<file path="src/source/huff_pkg.sv">
package huff_pkg;

    // controller phase, also selects the active client in the engine
    typedef enum logic [2:0] {
        PH_IDLE  = 3'd0,
        PH_CLEAR = 3'd1,
        PH_HIST  = 3'd2,
        PH_COUNT = 3'd3,
        PH_NODE  = 3'd4,
        PH_PATH  = 3'd5
    } phase_e;

    typedef enum logic {
        ACC_READ  = 1'b0,
        ACC_WRITE = 1'b1
    } access_e;

    // data widths
    localparam int COUNT_W = 32;
    localparam int NODE_W  = 64;
    localparam int PATH_W  = 128;   // widest item, sets client data ports
    localparam int WORD_W  = 32;

endpackage

</file>
<file path="src/source/histogram.sv">
`timescale 1ns/1ps

module histogram
    import huff_pkg::*;
(
    input  logic                clk,
    input  logic                rst,
    input  phase_e              phase_i,
    input  logic [7:0]          byte_i,
    input  logic                byte_valid_i,
    output logic                hist_ready_o,
    output logic                hist_req_o,
    output access_e             hist_acc_o,
    output logic [7:0]          hist_index_o,
    output logic [COUNT_W-1:0]  hist_wdata_o,
    input  logic [COUNT_W-1:0]  hist_rdata_i,
    input  logic                hist_done_i
);

    typedef enum logic [1:0] {H_IDLE, H_READ, H_WRITE} state_e;

    state_e              state_q;
    logic                req_q;
    logic [7:0]          byte_q;
    logic [COUNT_W-1:0]  count_q;   // old count plus one

    assign hist_ready_o = (state_q == H_IDLE);
    assign hist_req_o   = req_q;
    assign hist_acc_o   = (state_q == H_WRITE) ? ACC_WRITE : ACC_READ;
    assign hist_index_o = byte_q;
    assign hist_wdata_o = count_q;

    always_ff @(posedge clk, posedge rst) begin
        if (rst) begin
            state_q <= H_IDLE;
            req_q   <= 1'b0;
        end else begin
            req_q <= 1'b0;   // one-cycle strobe
            case (state_q)
                H_IDLE: begin
                    if (byte_valid_i && phase_i == PH_HIST) begin
                        state_q <= H_READ;
                        req_q   <= 1'b1;
                    end
                end
                H_READ: begin
                    if (hist_done_i) begin
                        state_q <= H_WRITE;
                        req_q   <= 1'b1;
                    end
                end
                H_WRITE: if (hist_done_i) state_q <= H_IDLE;
                default: state_q <= H_IDLE;
            endcase
        end
    end

    always_ff @(posedge clk) begin
        if (hist_ready_o && byte_valid_i) byte_q <= byte_i;
        if (state_q == H_READ && hist_done_i) count_q <= hist_rdata_i + 1'b1;   // wraps
    end

endmodule

</file>
<file path="config.mk">
export PLATFORM = sky130hd
export DESIGN_NAME = histogram
export DESIGN_NICKNAME = d
export VERILOG_FILES = /design/src/source/huff_pkg.sv /design/src/source/histogram.sv
export SDC_FILE = /design/constraint.sdc
export NUM_CORES = 1
export LEC_CHECK = 0
export ABC_CLOCK_PERIOD_IN_PS = 1930
export BUFFER_PORTS_ARGS = -buffer_cell sky130_fd_sc_hd__buf_4
export CAP_MARGIN = 20
export CORE_UTILIZATION = 33
export CTS_CLUSTER_DIAMETER = 80
export DETAILED_ROUTE_END_ITERATION = 16
export PLACE_DENSITY = 0.69
export SYNTH_ARGS = -nofsm -noshare
export SYNTH_HDL_FRONTEND = slang
export SYNTH_SLANG_ARGS = --single-unit
</file>
<file path="constraint.sdc">
create_clock -name clk -period 1.93 [get_ports clk]
set_input_delay 0.0965 -clock clk [delete_from_list [all_inputs] [get_ports clk]]
set_output_delay 0.0965 -clock clk [all_outputs]
set_load 0.005 [all_outputs]
</file>
== Yosys cells after proc, flatten, opt, wreduce, memory -nomap -nowiden ==
Index checks and enable logic that the tools add are counted.
Word-level totals
  bits in registers: 43
  output and inout bits: 43
  logic and storage cells: 24
Operators by class
  $add $sub $neg: 1
  equality and inequality tests: 6
  multiplexer cells: 8
  reduce and logical (&&, ||, !) cells: 5
Operator list (number)
  $add 32x1->32 const B: 1
  $mux 2: 3
  $pmux 2 s3: 1
  $ne 2x2->1 const B: 2
  $eq 3x2->1 const B: 1
  $logic_and 1x1->1: 3
  $mux 1: 3
  $reduce_and 3->1: 1
  $eq 2x1->1 const B: 1
  $eq 2x2->1 const B: 1
  $logic_not 2->1: 1
  $ne 2x1->1 const B: 1
  $pmux 1 s2: 1

== Logic depth before layout (Yosys ltp) ==
  depth in word-level cells: 4
  gate-level depth with buffers: 5
  depth with buffers taken out: 5

== Least setup slack after synthesis ==
OpenSTA, ideal clock, no wires.
  kind: reg-to-reg
  start: register state_q[1]
  end: register count_q[0] (netlist: hist_wdata_o[0]), enable pin
  setup time: 0.387 ns
  arrival time: 1.435 ns
  data required time: 1.543 ns
  setup slack: 0.107 ns
  cell stages (with the launch flop): 4
  clock period less this slack: 1.823 ns
  cells stage by stage: dfrtp_1 > nand2b_1 > or2_2 > inv_1
On the way
  longest elaborated chain between the ends: 2
RTL lines
  from (decl): line histogram.sv:22  | state_e state_q;
  from (signal assigned): line histogram.sv:35  | state_q <= H_IDLE;
  from (signal assigned): line histogram.sv:42  | state_q <= H_READ;
  from (signal assigned): line histogram.sv:48  | state_q <= H_WRITE;
  $eq 2x1->1: line histogram.sv:60  | if (state_q == H_READ && hist_done_i) count_q <= hist_rdata_i + 1'b1;
  $logic_and 1x1->1: line histogram.sv:60
  to (signal assigned): line histogram.sv:60
  to (decl): line histogram.sv:25  | logic [COUNT_W-1:0] count_q;
Every way passes these cells.
A chain may end at the register's enable or synchronous reset.

== Worst setup path in the final report ==
  start: register state_q[1]
  end: register count_q[22] (netlist: hist_wdata_o[22]), enable pin
Same word-level chain as after synthesis.

==> results.cfg <==
[floorplan]
die-width_um = 79.3
rows = 27
coreArea_mm2 = 0.00564
die_h_um = 79.3
ioPinCount = 90
initial_utilization_pct = 34.9
die_area_mm2 = 0.00628

[worst_setup_path]
path_max_fanout = 24
endpoint_kind = register
critical_path_class = register to register
crit_arrival_ns = 1.50
cp-start-kind = register
critPathRequiredTime_ns = 1.90

[synth]
synth_cells = 143
avgSynthCellArea_um2 = 13.8
ys_seq_elements = 43
synthFlopType = edfxtp_1
seq_area_frac_synth_pct = 64.8
synth_area_leaders = edfxtp_1 61%, xnor2_1 9.8%, nand3_1 4.3%, dfrtp_1 3.8%, xor2_1 3.6%
synth_edf_count = 40
ys_async_sr_fraction_pct = 6.98
synth.cell_area_mm2 = 0.00197
ys_types = 24
yosysMostFrequentCell = edfxtp_1
yosysTopAreaCellShare_pct = 61.0
syn_nets = 191
yosys_warnings = 0
synth_largest_area_cell = edfxtp_1
netlist_top_cells_count = 40 x edfxtp_1, 22 x xnor2_1, 17 x nand3_1, 10 x nand4_1

[power_and_ir_drop]
power_density_mw_per_mm2 = 711
pwr-share-seq_pct = 50.2
combPwrFrac_pct = 11.7
p_leak_nw = 1.22
switchingPower_uw = 408
p_clk_share_pct = 38.1
intPower_mw = 1.72
irDropWorstVdd_mv = 0.297
swShare_pct = 19.2

[grt]
grt_first_pass_wirelength_mm = 6.86
grt_max_degree = 25
grt_pass1_vias = 1550
grt_usage_pct = 14.5
overflow = 0
antenna_found_initial = 0

[timing]
finalHoldWorstSlack_ns = 0.0489
fin_skew_ns = 0.00247
rsz0062_at_grt = no
period_minus_slack_ns = 1.53
setup_viol = 0
setup_slack_ns = 0.399
drv_slew = 0
max_clock_freq_ghz = 0.653
hold_viol = 0
tns_ns = 0
tightestPinTransition_ns = 0.524
max_slew_margin_pct = 65.0
finalCritPeriodShare_pct = 79.3

[clocking]
root_buffer = clkbuf_8
cts_setup_buffers = 0
cts_tree = yes
clk_latency_ns = 0.29
htree_levels = 2
cts_sinks = 43
numCtsBuffers = 5
clkSlewWorstSetupHoldPaths_ns = 0.08
holdBufCountCts = 10
cts_resized = 0
clock_path_buffers = 2

[routing]
wl_per_cell_um = 13.4
vias = 1520
viasPerCell = 4.66
ant_nets = 0
wl_met2_mm = 2.31
met3_length_um = 270
drc = 0
drt-pass1-iter-count = 4
drt_iter0_markers = 41
wl_met1_mm = 1.69
highest-signal-layer = met4
drt_wl_total_mm = 4.36

[run]
drv_cap = 0

[final_layout]
area_delta_synth_final_pct = 51.8
num-nets-final = 301
nFillCells = 492
antenna_cells = 0
drive_above_1_share_pct = 42.5

[status]
outcome = completed

[place]
port_buffers = 89
routabilityCongestion = 0.760
post-place-ws_ns = 0.350
dp_hpwl_mm = 3.49

[hold_path]
min_path_type = input port to register
[area by class of cell]
type	count	area, um^2	share of cell area [%]
flip-flops and latches	43	1280	42.7
well taps	72	90.1	3.01
inverters	6	22.5	0.753
multi-input cells	94	671	22.4
repair buffers	103	798	26.7
clock buffers	6	72.6	2.43
clock inverters	2	60.1	2.01
[state kept, by name, summed over array words and instances (netlist names)]
register / flops
hist_req_o: 1
hist_wdata_o: 32
hist_index_o: 8
state_q: 2
[power by group through the flow]
stage          logic (mW)  clock network (mW)  registers (mW)
5_1_grt             0.273               0.868            1.07
6_report            0.249               0.810            1.07
2_1_floorplan      0.0680                   0            1.09
3_5_place_dp        0.236                   0            1.09
3_3_place_gp        0.230                   0            1.09
4_1_cts             0.253               0.829            1.07
[final timing paths]
path                                              end  slack (ns)  depth (start not counted)                   start
max in group asynchronous      state_q[1]$_DFFE_PP0P_        1.56                          3                     rst
setup / recovery           hist_wdata_o[22]$_DFFE_PP_        0.40                          4  state_q[1]$_DFFE_PP0P_
min in group asynchronous      state_q[0]$_DFFE_PP0P_        0.23                          3                     rst
hold / removal                   hist_req_o$_DFF_PP0_        0.05                          3              phase_i[1]
setup reg to reg           hist_wdata_o[22]$_DFFE_PP_        0.40                          4  state_q[1]$_DFFE_PP0P_
hold reg to reg                state_q[0]$_DFFE_PP0P_        0.59                          2  state_q[1]$_DFFE_PP0P_
[cells by family after synthesis]
group	count (synthesis)	synth area share, %
buf+inv	6	1.14
flops	43	64.8
xor+xnor	30	13.3
simple gates	61	19.4
fa+ha+maj	1	0.635
compound gates	2	0.635
[routing by layer]
metal | track usage, % | vias to the layer above
met5 | 0 | -
met4 | 6.55 | 0
met3 | 3.68 | 9
met2 | 25.9 | 54
met1 | 16.0 | 714
li1 | - | 743
[metrics by stage]
stage	cells	power (mW)	utilization, %	instance area [um^2]
finish	326	2.13	53.0	2990
global route	326	2.21	53.0	2990
CTS	326	2.15	53.0	2990
detailed placement	308	1.33	48.9	2760
global placement	308	1.32	48.9	2760
floorplan	143	1.16	-	1970
[worst max-delay path, cell delays in order, from the launching register on]
cell      delay (ns)
dfrtp_1         0.39
nand2b_1        0.15
or2_2           0.28
inv_1           0.08
buf_4           0.30
[cell usage in the layout, fill, tap and decap left out, types with 2 or more instances in the layout]
cell,Yosys,final
and3_1,4,4
and4_1,2,2
buf_4,0,93
bufinv_16,0,2
clkbuf_8,0,5
dfrtp_1,3,3
dlygate4sd3_1,0,10
edfxtp_1,40,40
inv_1,6,6
nand2_1,8,8
nand3_1,17,17
nand4_1,10,10
nor2_1,6,6
nor2b_1,2,2
nor4_2,2,2
nor4_4,2,2
or2_2,2,2
xnor2_1,22,22
xor2_1,8,8
Note: power is estimated with default switching activity, not from simulation.
