==> src/source/huff_pkg.sv <==
package huff_pkg;

    // controller phase, also selects the active client in the engine
    typedef enum logic [2:0] {
        PH_IDLE  = 3'd0,
        PH_CLEAR = 3'd1,
        PH_HIST  = 3'd2,
        PH_COUNT = 3'd3,
        PH_NODE  = 3'd4,
        PH_PATH  = 3'd5
    } phase_e;

    typedef enum logic {
        ACC_READ  = 1'b0,
        ACC_WRITE = 1'b1
    } access_e;

    // data widths
    localparam int COUNT_W = 32;
    localparam int NODE_W  = 64;
    localparam int PATH_W  = 128;   // widest item, sets client data ports
    localparam int WORD_W  = 32;

endpackage

==> src/source/mem_map_pkg.sv <==
package mem_map_pkg;

    localparam logic [31:0] SRAM_BASE = 32'h3300_0000;   // byte address of word 0

    // histogram, one word per count
    localparam int unsigned HIST_OFFSET = 0;
    localparam int unsigned HIST_WORDS  = 256;

    // tree nodes
    localparam int unsigned NODE_OFFSET = 256;
    localparam int unsigned NODE_WORDS  = 2;

    // codebook paths
    localparam int unsigned PATH_OFFSET = 512;
    localparam int unsigned PATH_WORDS  = 4;

    localparam int unsigned MEM_WORDS = 1536;

endpackage

==> src/source/sram_bus_if.sv <==
`timescale 1ns/1ps

interface sram_bus_if
    import huff_pkg::*;
();

    logic                  wr_en;
    logic                  r_en;
    logic [WORD_W/8-1:0]   select;   // byte lanes
    logic [31:0]           addr;     // byte address
    logic [WORD_W-1:0]     wdata;
    logic [WORD_W-1:0]     rdata;
    logic                  busy;

    modport master (
        output wr_en, r_en, select, addr, wdata,
        input  rdata, busy
    );

    modport slave (
        input  wr_en, r_en, select, addr, wdata,
        output rdata, busy
    );

endinterface

==> src/source/sram_interface.sv <==
`timescale 1ns/1ps

module sram_interface
    import huff_pkg::*;
    import mem_map_pkg::*;
(
    input  logic                clk,
    input  logic                rst,
    input  phase_e              phase_i,
    input  logic                hist_req_i,
    input  access_e             hist_acc_i,
    input  logic [7:0]          hist_index_i,
    input  logic [COUNT_W-1:0]  hist_wdata_i,
    output logic [COUNT_W-1:0]  hist_rdata_o,
    output logic                hist_done_o,
    input  logic                req_i,
    input  access_e             acc_i,
    input  logic [7:0]          index_i,
    input  logic [PATH_W-1:0]   wdata_i,
    output logic [PATH_W-1:0]   rdata_o,
    output logic                done_o,
    output logic                clear_done_o,
    sram_bus_if.master          bus
);

    typedef enum logic [1:0] {S_IDLE, S_ISSUE, S_WAIT} state_e;
    typedef enum logic [1:0] {CL_HOST, CL_HIST, CL_CLEAR} client_e;

    state_e             state_q;
    client_e            client_q;
    access_e            acc_q;
    phase_e             phase_q;
    logic [7:0]         word_q;
    logic [7:0]         last_q;
    logic [31:0]        base_q;    // first word offset of the item
    logic [PATH_W-1:0]  item_q;    // word 0 sits at the top
    logic               busy_q;

    logic               start_req;
    client_e            start_client;
    access_e            start_acc;
    logic [31:0]        start_base;
    logic [7:0]         start_last;
    logic [PATH_W-1:0]  start_item;

    logic               take;
    logic               issue;
    logic               word_end;
    logic               last_end;
    logic [WORD_W-1:0]  word_in;

    // phase picks client, region and word count
    always_comb begin
        start_req    = 1'b0;
        start_client = CL_HOST;
        start_acc    = acc_i;
        start_base   = HIST_OFFSET + 32'(index_i);
        start_last   = 8'd0;
        start_item   = wdata_i << (PATH_W - COUNT_W);
        case (phase_i)
            PH_CLEAR: begin
                start_req    = (phase_q != PH_CLEAR);   // once on entry
                start_client = CL_CLEAR;
                start_acc    = ACC_WRITE;
                start_base   = HIST_OFFSET;
                start_last   = 8'(HIST_WORDS - 1);
                start_item   = '0;
            end
            PH_HIST: begin
                start_req    = hist_req_i;
                start_client = CL_HIST;
                start_acc    = hist_acc_i;
                start_base   = HIST_OFFSET + 32'(hist_index_i);
                start_item   = {hist_wdata_i, {(PATH_W - COUNT_W){1'b0}}};
            end
            PH_COUNT: begin
                start_req = req_i;
            end
            PH_NODE: begin
                start_req  = req_i;
                start_base = NODE_OFFSET + NODE_WORDS * 32'(index_i);
                start_last = 8'(NODE_WORDS - 1);
                start_item = wdata_i << (PATH_W - NODE_W);
            end
            PH_PATH: begin
                start_req  = req_i;
                start_base = PATH_OFFSET + PATH_WORDS * 32'(index_i);
                start_last = 8'(PATH_WORDS - 1);
                start_item = wdata_i;
            end
            default: ;
        endcase
    end

    assign take     = start_req && (state_q == S_IDLE);
    assign issue    = (state_q == S_ISSUE) && !bus.busy;
    assign word_end = (state_q == S_WAIT) && busy_q && !bus.busy;   // busy falling
    assign last_end = word_end && (word_q == last_q);
    assign word_in  = (acc_q == ACC_READ) ? bus.rdata : '0;

    assign bus.wr_en  = issue && (acc_q == ACC_WRITE);
    assign bus.r_en   = issue && (acc_q == ACC_READ);
    assign bus.select = '1;
    assign bus.addr   = SRAM_BASE + ((base_q + 32'(word_q)) << 2);
    assign bus.wdata  = item_q[PATH_W-1 -: WORD_W];

    assign rdata_o      = item_q;
    assign hist_rdata_o = item_q[COUNT_W-1:0];

    always_ff @(posedge clk, posedge rst) begin
        if (rst) begin
            state_q      <= S_IDLE;
            client_q     <= CL_HOST;
            acc_q        <= ACC_READ;
            phase_q      <= PH_IDLE;
            word_q       <= '0;
            last_q       <= '0;
            busy_q       <= 1'b0;
            done_o       <= 1'b0;
            hist_done_o  <= 1'b0;
            clear_done_o <= 1'b0;
        end else begin
            phase_q      <= phase_i;
            busy_q       <= bus.busy;
            done_o       <= last_end && (client_q == CL_HOST);
            hist_done_o  <= last_end && (client_q == CL_HIST);
            clear_done_o <= last_end && (client_q == CL_CLEAR);
            case (state_q)
                S_IDLE: begin
                    if (take) begin
                        client_q <= start_client;
                        acc_q    <= start_acc;
                        word_q   <= '0;
                        last_q   <= start_last;
                        state_q  <= S_ISSUE;
                    end
                end
                S_ISSUE: begin
                    if (!bus.busy) state_q <= S_WAIT;
                end
                S_WAIT: begin
                    if (word_end) begin
                        if (word_q == last_q) begin
                            state_q <= S_IDLE;
                        end else begin
                            word_q  <= word_q + 8'd1;
                            state_q <= S_ISSUE;
                        end
                    end
                end
                default: state_q <= S_IDLE;
            endcase
        end
    end

    // write data shifts out at the top, read data shifts in at the bottom
    always_ff @(posedge clk) begin
        if (take) begin
            base_q <= start_base;
            item_q <= (start_acc == ACC_WRITE) ? start_item : '0;
        end else if (word_end) begin
            item_q <= {item_q[PATH_W-WORD_W-1:0], word_in};
        end
    end

endmodule

==> src/flat_wrapper.sv <==
// flat-port wrapper written by rule: the top's interface ports become plain ports
module sram_interface_flat import huff_pkg::*; import mem_map_pkg::*;
  (clk, rst, phase_i, hist_req_i, hist_acc_i, hist_index_i, hist_wdata_i, hist_rdata_o, hist_done_o, req_i, acc_i, index_i, wdata_i, rdata_o, done_o, clear_done_o, bus_wr_en, bus_r_en, bus_select, bus_addr, bus_wdata, bus_rdata, bus_busy);
  sram_bus_if bus_i ();
  input  logic clk;
  input  logic rst;
  input  phase_e phase_i;
  input  logic hist_req_i;
  input  access_e hist_acc_i;
  input  logic [7:0] hist_index_i;
  input  logic [COUNT_W-1:0] hist_wdata_i;
  output logic [COUNT_W-1:0] hist_rdata_o;
  output logic hist_done_o;
  input  logic req_i;
  input  access_e acc_i;
  input  logic [7:0] index_i;
  input  logic [PATH_W-1:0] wdata_i;
  output logic [PATH_W-1:0] rdata_o;
  output logic done_o;
  output logic clear_done_o;
  output wire logic [$bits(bus_i.wr_en)-1:0] bus_wr_en;
  output wire logic [$bits(bus_i.r_en)-1:0] bus_r_en;
  output wire logic [$bits(bus_i.select)-1:0] bus_select;
  output wire logic [$bits(bus_i.addr)-1:0] bus_addr;
  output wire logic [$bits(bus_i.wdata)-1:0] bus_wdata;
  input wire logic [$bits(bus_i.rdata)-1:0] bus_rdata;
  input wire logic [$bits(bus_i.busy)-1:0] bus_busy;
  assign bus_wr_en = bus_i.wr_en;
  assign bus_r_en = bus_i.r_en;
  assign bus_select = bus_i.select;
  assign bus_addr = bus_i.addr;
  assign bus_wdata = bus_i.wdata;
  assign bus_i.rdata = bus_rdata;
  assign bus_i.busy = bus_busy;
  sram_interface u_core (.clk(clk), .rst(rst), .phase_i(phase_i), .hist_req_i(hist_req_i), .hist_acc_i(hist_acc_i), .hist_index_i(hist_index_i), .hist_wdata_i(hist_wdata_i), .hist_rdata_o(hist_rdata_o), .hist_done_o(hist_done_o), .req_i(req_i), .acc_i(acc_i), .index_i(index_i), .wdata_i(wdata_i), .rdata_o(rdata_o), .done_o(done_o), .clear_done_o(clear_done_o), .bus(bus_i));
endmodule
==> config.mk <==
export PLATFORM = sky130hd
export DESIGN_NAME = sram_interface_flat
export DESIGN_NICKNAME = d
export VERILOG_FILES = /design/src/source/huff_pkg.sv /design/src/source/mem_map_pkg.sv /design/src/source/sram_bus_if.sv /design/src/source/sram_interface.sv /design/src/flat_wrapper.sv
export SDC_FILE = /design/constraint.sdc
export NUM_CORES = 1
export LEC_CHECK = 0
export BUFFER_PORTS_ARGS = -buffer_cell sky130_fd_sc_hd__clkbuf_2
export CELL_PAD_IN_SITES_DETAIL_PLACEMENT = 1
export CELL_PAD_IN_SITES_GLOBAL_PLACEMENT = 2
export CORE_UTILIZATION = 25
export DETAILED_ROUTE_END_ITERATION = 8
export GPL_TIMING_DRIVEN = 0
export PLACE_DENSITY_LB_ADDON = 0.1
export SETUP_SLACK_MARGIN = 0.05
export SYNTH_ARGS = -nofsm -noshare
export SYNTH_HDL_FRONTEND = slang
export SYNTH_SLANG_ARGS = --single-unit
==> constraint.sdc <==
create_clock -name clk -period 8.9 [get_ports clk]
set_input_delay 1.335 -clock clk [delete_from_list [all_inputs] [get_ports clk]]
set_output_delay 1.335 -clock clk [all_outputs]
set_load 0.01 [all_outputs]
# After elaboration in Yosys (flattened, before gate mapping)
# Index checks and enable logic that the tools add are counted.
[word_totals]
register_bits = 186
input_bits = 218
out_inout_bits = 233
[op_classes]
add_sub_neg = 5
eq_ne = 15
n_mux = 19
bitwise = 1
n_reduce_logical = 19
[ops]
columns = ["op", "n"]
rows = [
  ["128-bit case mux with 4 select lines", 1],
  ["128-bit two-way mux", 3],
  ["11-bit case mux with 4 select lines", 1],
  ["30-bit by 32-bit adder with 32-bit output, first input constant", 1],
  ["32-bit two-way mux", 1],
  ["30-bit by 8-bit adder with 30-bit output", 1],
  ["8-bit two-way mux", 3],
  ["8-bit case mux with 3 select lines", 1],
  ["8-bit case mux with 2 select lines", 1],
  ["10-bit by 10-bit adder with 11-bit output, first input constant", 1],
  ["9-bit by 9-bit adder with 10-bit output, first input constant", 1],
  ["1-bit logical AND", 10],
  ["8-bit by 1-bit adder with 8-bit output, second input constant", 1],
  ["8-bit equality test", 1],
  ["3-bit by 2-bit equality test with 1-bit output, second input constant", 2],
  ["3-bit equality test, second input constant", 2],
  ["2-bit two-way mux", 3],
  ["2-bit case mux with 3 select lines", 1],
  ["2-bit by 1-bit equality test with 1-bit output, second input constant", 2],
  ["2-bit equality test, second input constant", 2],
  ["2-bit zero test", 2],
  ["2-bit by 1-bit inequality test with 1-bit output, second input constant", 2],
  ["2-bit inequality test, second input constant", 2],
  ["2-bit case mux with 2 select lines", 1],
  ["other kinds (12)", 13],
]

# Longest topological paths before layout
[depth]
word_depth = 6
ltp_mapped = 9
ltp_nobuf = 8

# Worst setup path after synthesis
# OpenSTA, ideal clock, no wires.
[synth_path]
path_type = "in2reg"
startpoint = "input port phase_i[2]"
endpoint = "register u_core.item_q[0] (netlist: u_core.rdata_o[0]), enable pin"
t_arrival_ns = 7.554
t_required_ns = 8.284
slack_ns = 0.730
stages = 6
cell_sequence = "buf_2 -> or3b_1 -> a21oi_2 -> or3_1 -> o21ai_0 -> nor2_1"
[synth_between]
elab_chain_cells = 5
word_cells_on_any_way = 9
classes_between = "5 x eq/ne; 1 x mux; 3 x reduce/logical"
[synth_rtl]
columns = ["element", "line_no", "text"]
rows = [
  ["start: declaration", "flat_wrapper.sv:7", "input phase_e phase_i;"],
  ["3-bit by 2-bit equality test with 1-bit output / 3-bit equality test (equally long branches)", "sram_interface.sv:60", "case (phase_i)"],
  ["3-bit OR reduction (no line)", "-", ""],
  ["1-bit case mux with 3 select lines *", "sram_interface.sv:60", ""],
  ["1-bit logical AND *", "sram_interface.sv:95", "assign take = start_req && (state_q == S_IDLE);"],
  ["2-bit nonzero test (no line) *", "-", ""],
  ["end signal: assignment", "sram_interface.sv:160", "item_q <= (start_acc == ACC_WRITE) ? start_item : '0;"],
  ["end signal: assignment", "sram_interface.sv:162", "item_q <= {item_q[PATH_W-WORD_W-1:0], word_in};"],
  ["end: declaration", "sram_interface.sv:36", "logic [PATH_W-1:0] item_q;"],
]
# Mark *: on every way between the ends. The rest lies on a longest branch, timed or not.
# A chain may end at the register's enable or synchronous reset.

# Worst setup path in the final report
[layout_path]
startpoint = "register u_core.word_q[0]"
endpoint = "output port bus_addr[12]"
[layout_between]
elab_chain_cells = 2
[layout_rtl]
columns = ["element", "line_no", "text"]
rows = [
  ["start: declaration", "sram_interface.sv:33", "logic [7:0] word_q;"],
  ["start signal: assignment", "sram_interface.sv:146", "word_q <= word_q + 8'd1;"],
  ["30-bit by 8-bit adder with 30-bit output", "sram_interface.sv:104", "assign bus.addr = SRAM_BASE + ((base_q + 32'(word_q)) << 2);"],
  ["30-bit by 32-bit adder with 32-bit output", "sram_interface.sv:104", ""],
  ["end: declaration", "flat_wrapper.sv:24", "output wire logic [$bits(bus_i.addr)-1:0] bus_addr;"],
]
# Every way passes these cells.

==> flow_summary.ini <==
[placed_design]
pre_cts_ws_ns = 4.48
globalplace.congestion = 0.812
placedCellCount = 1729
port_buffers = 426
hpwlAfterDp_um = 33500

[detailed_routing]
met3_length_um = 3090
drc = 0
drt-initial-drc-count = 552
drtPass1Iterations = 5
vias_per_cell = 4.86
wl_um = 43100
vias = 8585
highest_layer = met5
wl_met2_um = 22200
wl_per_cell_um = 24.4
wl_met1_um = 17200
antenna_left = 0

[critical_path]
worstPathRequired_ns = 7.57
r2r_slack_ns = 6.29
critical_path_class = register to output port
worst_setup_path_start_kind = register
critPathMaxFanout = 6
reg2reg_from = u_core.phase_q[1]
end_kind = output port
worst_ep_arrival_time_ns = 2.91
worstSetupStartpoint = u_core.word_q[0]

[timing]
hold_violations = 0
whs_ns = 0.510
max_freq_mhz = 236
setup_viol = 0
slew_headroom_pct = 35.3
fin_crit_sh_pct = 47.7
rsz0062_at_grt = no
skew_ns = 0.00935
worst_slack_ns = 4.66
drv_slew = 0
tightest_slew_ns = 0.970
layout_min_cycle_time_ns = 4.24

[global_route]
first_global_vias = 9113
grt_use_total_pct = 22.3
grt_max_degree = 33
antenna_found_initial = 8
grt_pass1_wl_um = 61300
grt_overflow = 0

[floorplan]
dieArea_um2 = 38300
die_h_um = 196
io_pins = 451
core_um2 = 36800
start_util_pct = 25.5
fp.dieW_um = 196
num_rows = 70

[cells_and_area]
seq_area_um2 = 4720
multi_input_area_um2 = 3740
finalNetCount = 1508
syn_to_final_growth_pct = 37.7
layout.cells.most_common = clkbuf_2
fillers = 4202
stdcell_count = 1766
final_cell_mix = 426 x clkbuf_2, 139 x edfxtp_1, 95 x buf_4
drive_gt1_share_pct = 50.0
utilization_pct = 35.2

[logic_synthesis]
synth_edf_count = 139
synthFlopType = edfxtp_1
ys_seq_area_share_pct = 50.3
yosys_warnings = 0
ys_ff_latch = 161
ys_types = 53
synth_cells = 808
async_reset_ff_share_pct = 13.7
syn-mean-instance-area_um2 = 11.6
syn_area_um2 = 9390

[cts]
h-tree-depth = 4
clockBufferDepth = 2
postCtsHoldBufs = 0
post_cts_buffers = 0
clockRootBuffer = clkbuf_16
clock-sinks = 161
clk_latency_ns = 0.45
cts_buffers = 17
cts_tree = done
cts_resized = 0
path_clk_slew_ns = 0.06

[pwr]
p_total_mw = 3.98
power.leakage_nw = 5.98
power.density_nw_per_um2 = 308
peakVddDrop_mv = 0.144

[hold_path]
hp-class = register to register
hp-start = u_core.last_q[1]

[job]
cap_violations = 0

[status]
outcome = finished clean
## cell usage after synthesis, types with 22 or more instances
cell type  number  area, µm²
a22o_1         64        561
buf_2          23        115
a222oi_1       32        320
mux2i_1        39        390
edfxtp_1      139       4170
o31ai_1        50        375
buf_4          95        713
dfrtp_1        22        551
nor2_1         24       90.1
nand2_1        92        345
mux2_2         38        428
clkbuf_1       23       86.3
## path summary, 6_finish.rpt
check                                           to  cells past startpoint
worst max-delay path                  bus_addr[12]                      9
worst min-delay path              u_core.last_q[1]                      2
worst max register to register  u_core.rdata_o[21]                      9
worst min register to register    u_core.last_q[1]                      2
max in group asynchronous         u_core.word_q[7]                      2
min in group asynchronous       u_core.client_q[0]                      2
## worst max-delay path, cell delays in order (launching register included)
cell and delay (ns):
dfrtp_1 0.50, ha_1 0.25, inv_1 0.07, fa_1 0.46
nor2b_1 0.16, o31a_1 0.20, o221ai_1 0.19, a211oi_1 0.29
xor2_1 0.19, clkbuf_2 0.15
## power breakdown
part           switching [mW]  internal, mW  leakage (nW)
logic                   0.959         0.741          4.06
registers               0.226          1.25          1.62
clock network           0.338         0.468         0.296
total                    1.52          2.46          5.98
## cells by family (layout without fill, tap and decap cells)
| logic type | Yosys count | count (layout) | synth area share, % |
|---|---|---|---|
| mux | 77 | 77 | 8.71 |
| compound gates | 232 | 232 | 20.1 |
| fa+ha+maj | 10 | 10 | 1.41 |
| simple gates | 154 | 154 | 7.48 |
| buf+inv | 161 | 624 | 10.9 |
| xor+xnor | 11 | 11 | 1.03 |
| other cells | 2 | 29 | 0.0800 |
| flops | 161 | 161 | 50.3 |
## per-layer routing
| metal | track usage [%] | up-vias |
|---|---|---|
| li1 | - | 3956 |
| met1 | 26.0 | 4258 |
| met2 | 39.7 | 337 |
| met3 | 6.33 | 30 |
| met4 | 5.82 | 4 |
| met5 | 0 | - |
## metrics by stage
step	area, µm²	TNS, ns
6_report	12900	0
3_5_place_dp	12300	0
4_1_cts	12900	0
5_1_grt	12900	0
2_1_floorplan	9470	0
3_3_place_gp	12200	-405.31
## cell type report
type                            instances  share of cell area, %
Sequential cell                       161                   36.5
Multi-Input combinational cell        508                   28.9
Timing Repair Buffer                  431                   17.3
Buffer                                148                   7.51
Tap cell                              468                   4.53
Clock buffer                           17                   3.29
Clock inverter                         15                   1.48
Inverter                               13                  0.377
Antenna cell                            5                 0.0967
## sequential cells by signal, summed over array words and instances (netlist names), 2 cells and up
register and flops:
u_core.rdata_o 128, u_core.last_q 3, u_core.word_q 8, u_core.phase_q 3
u_core.base_q 11, u_core.state_q 2
No activity file was read; power rests on OpenSTA's default activity.
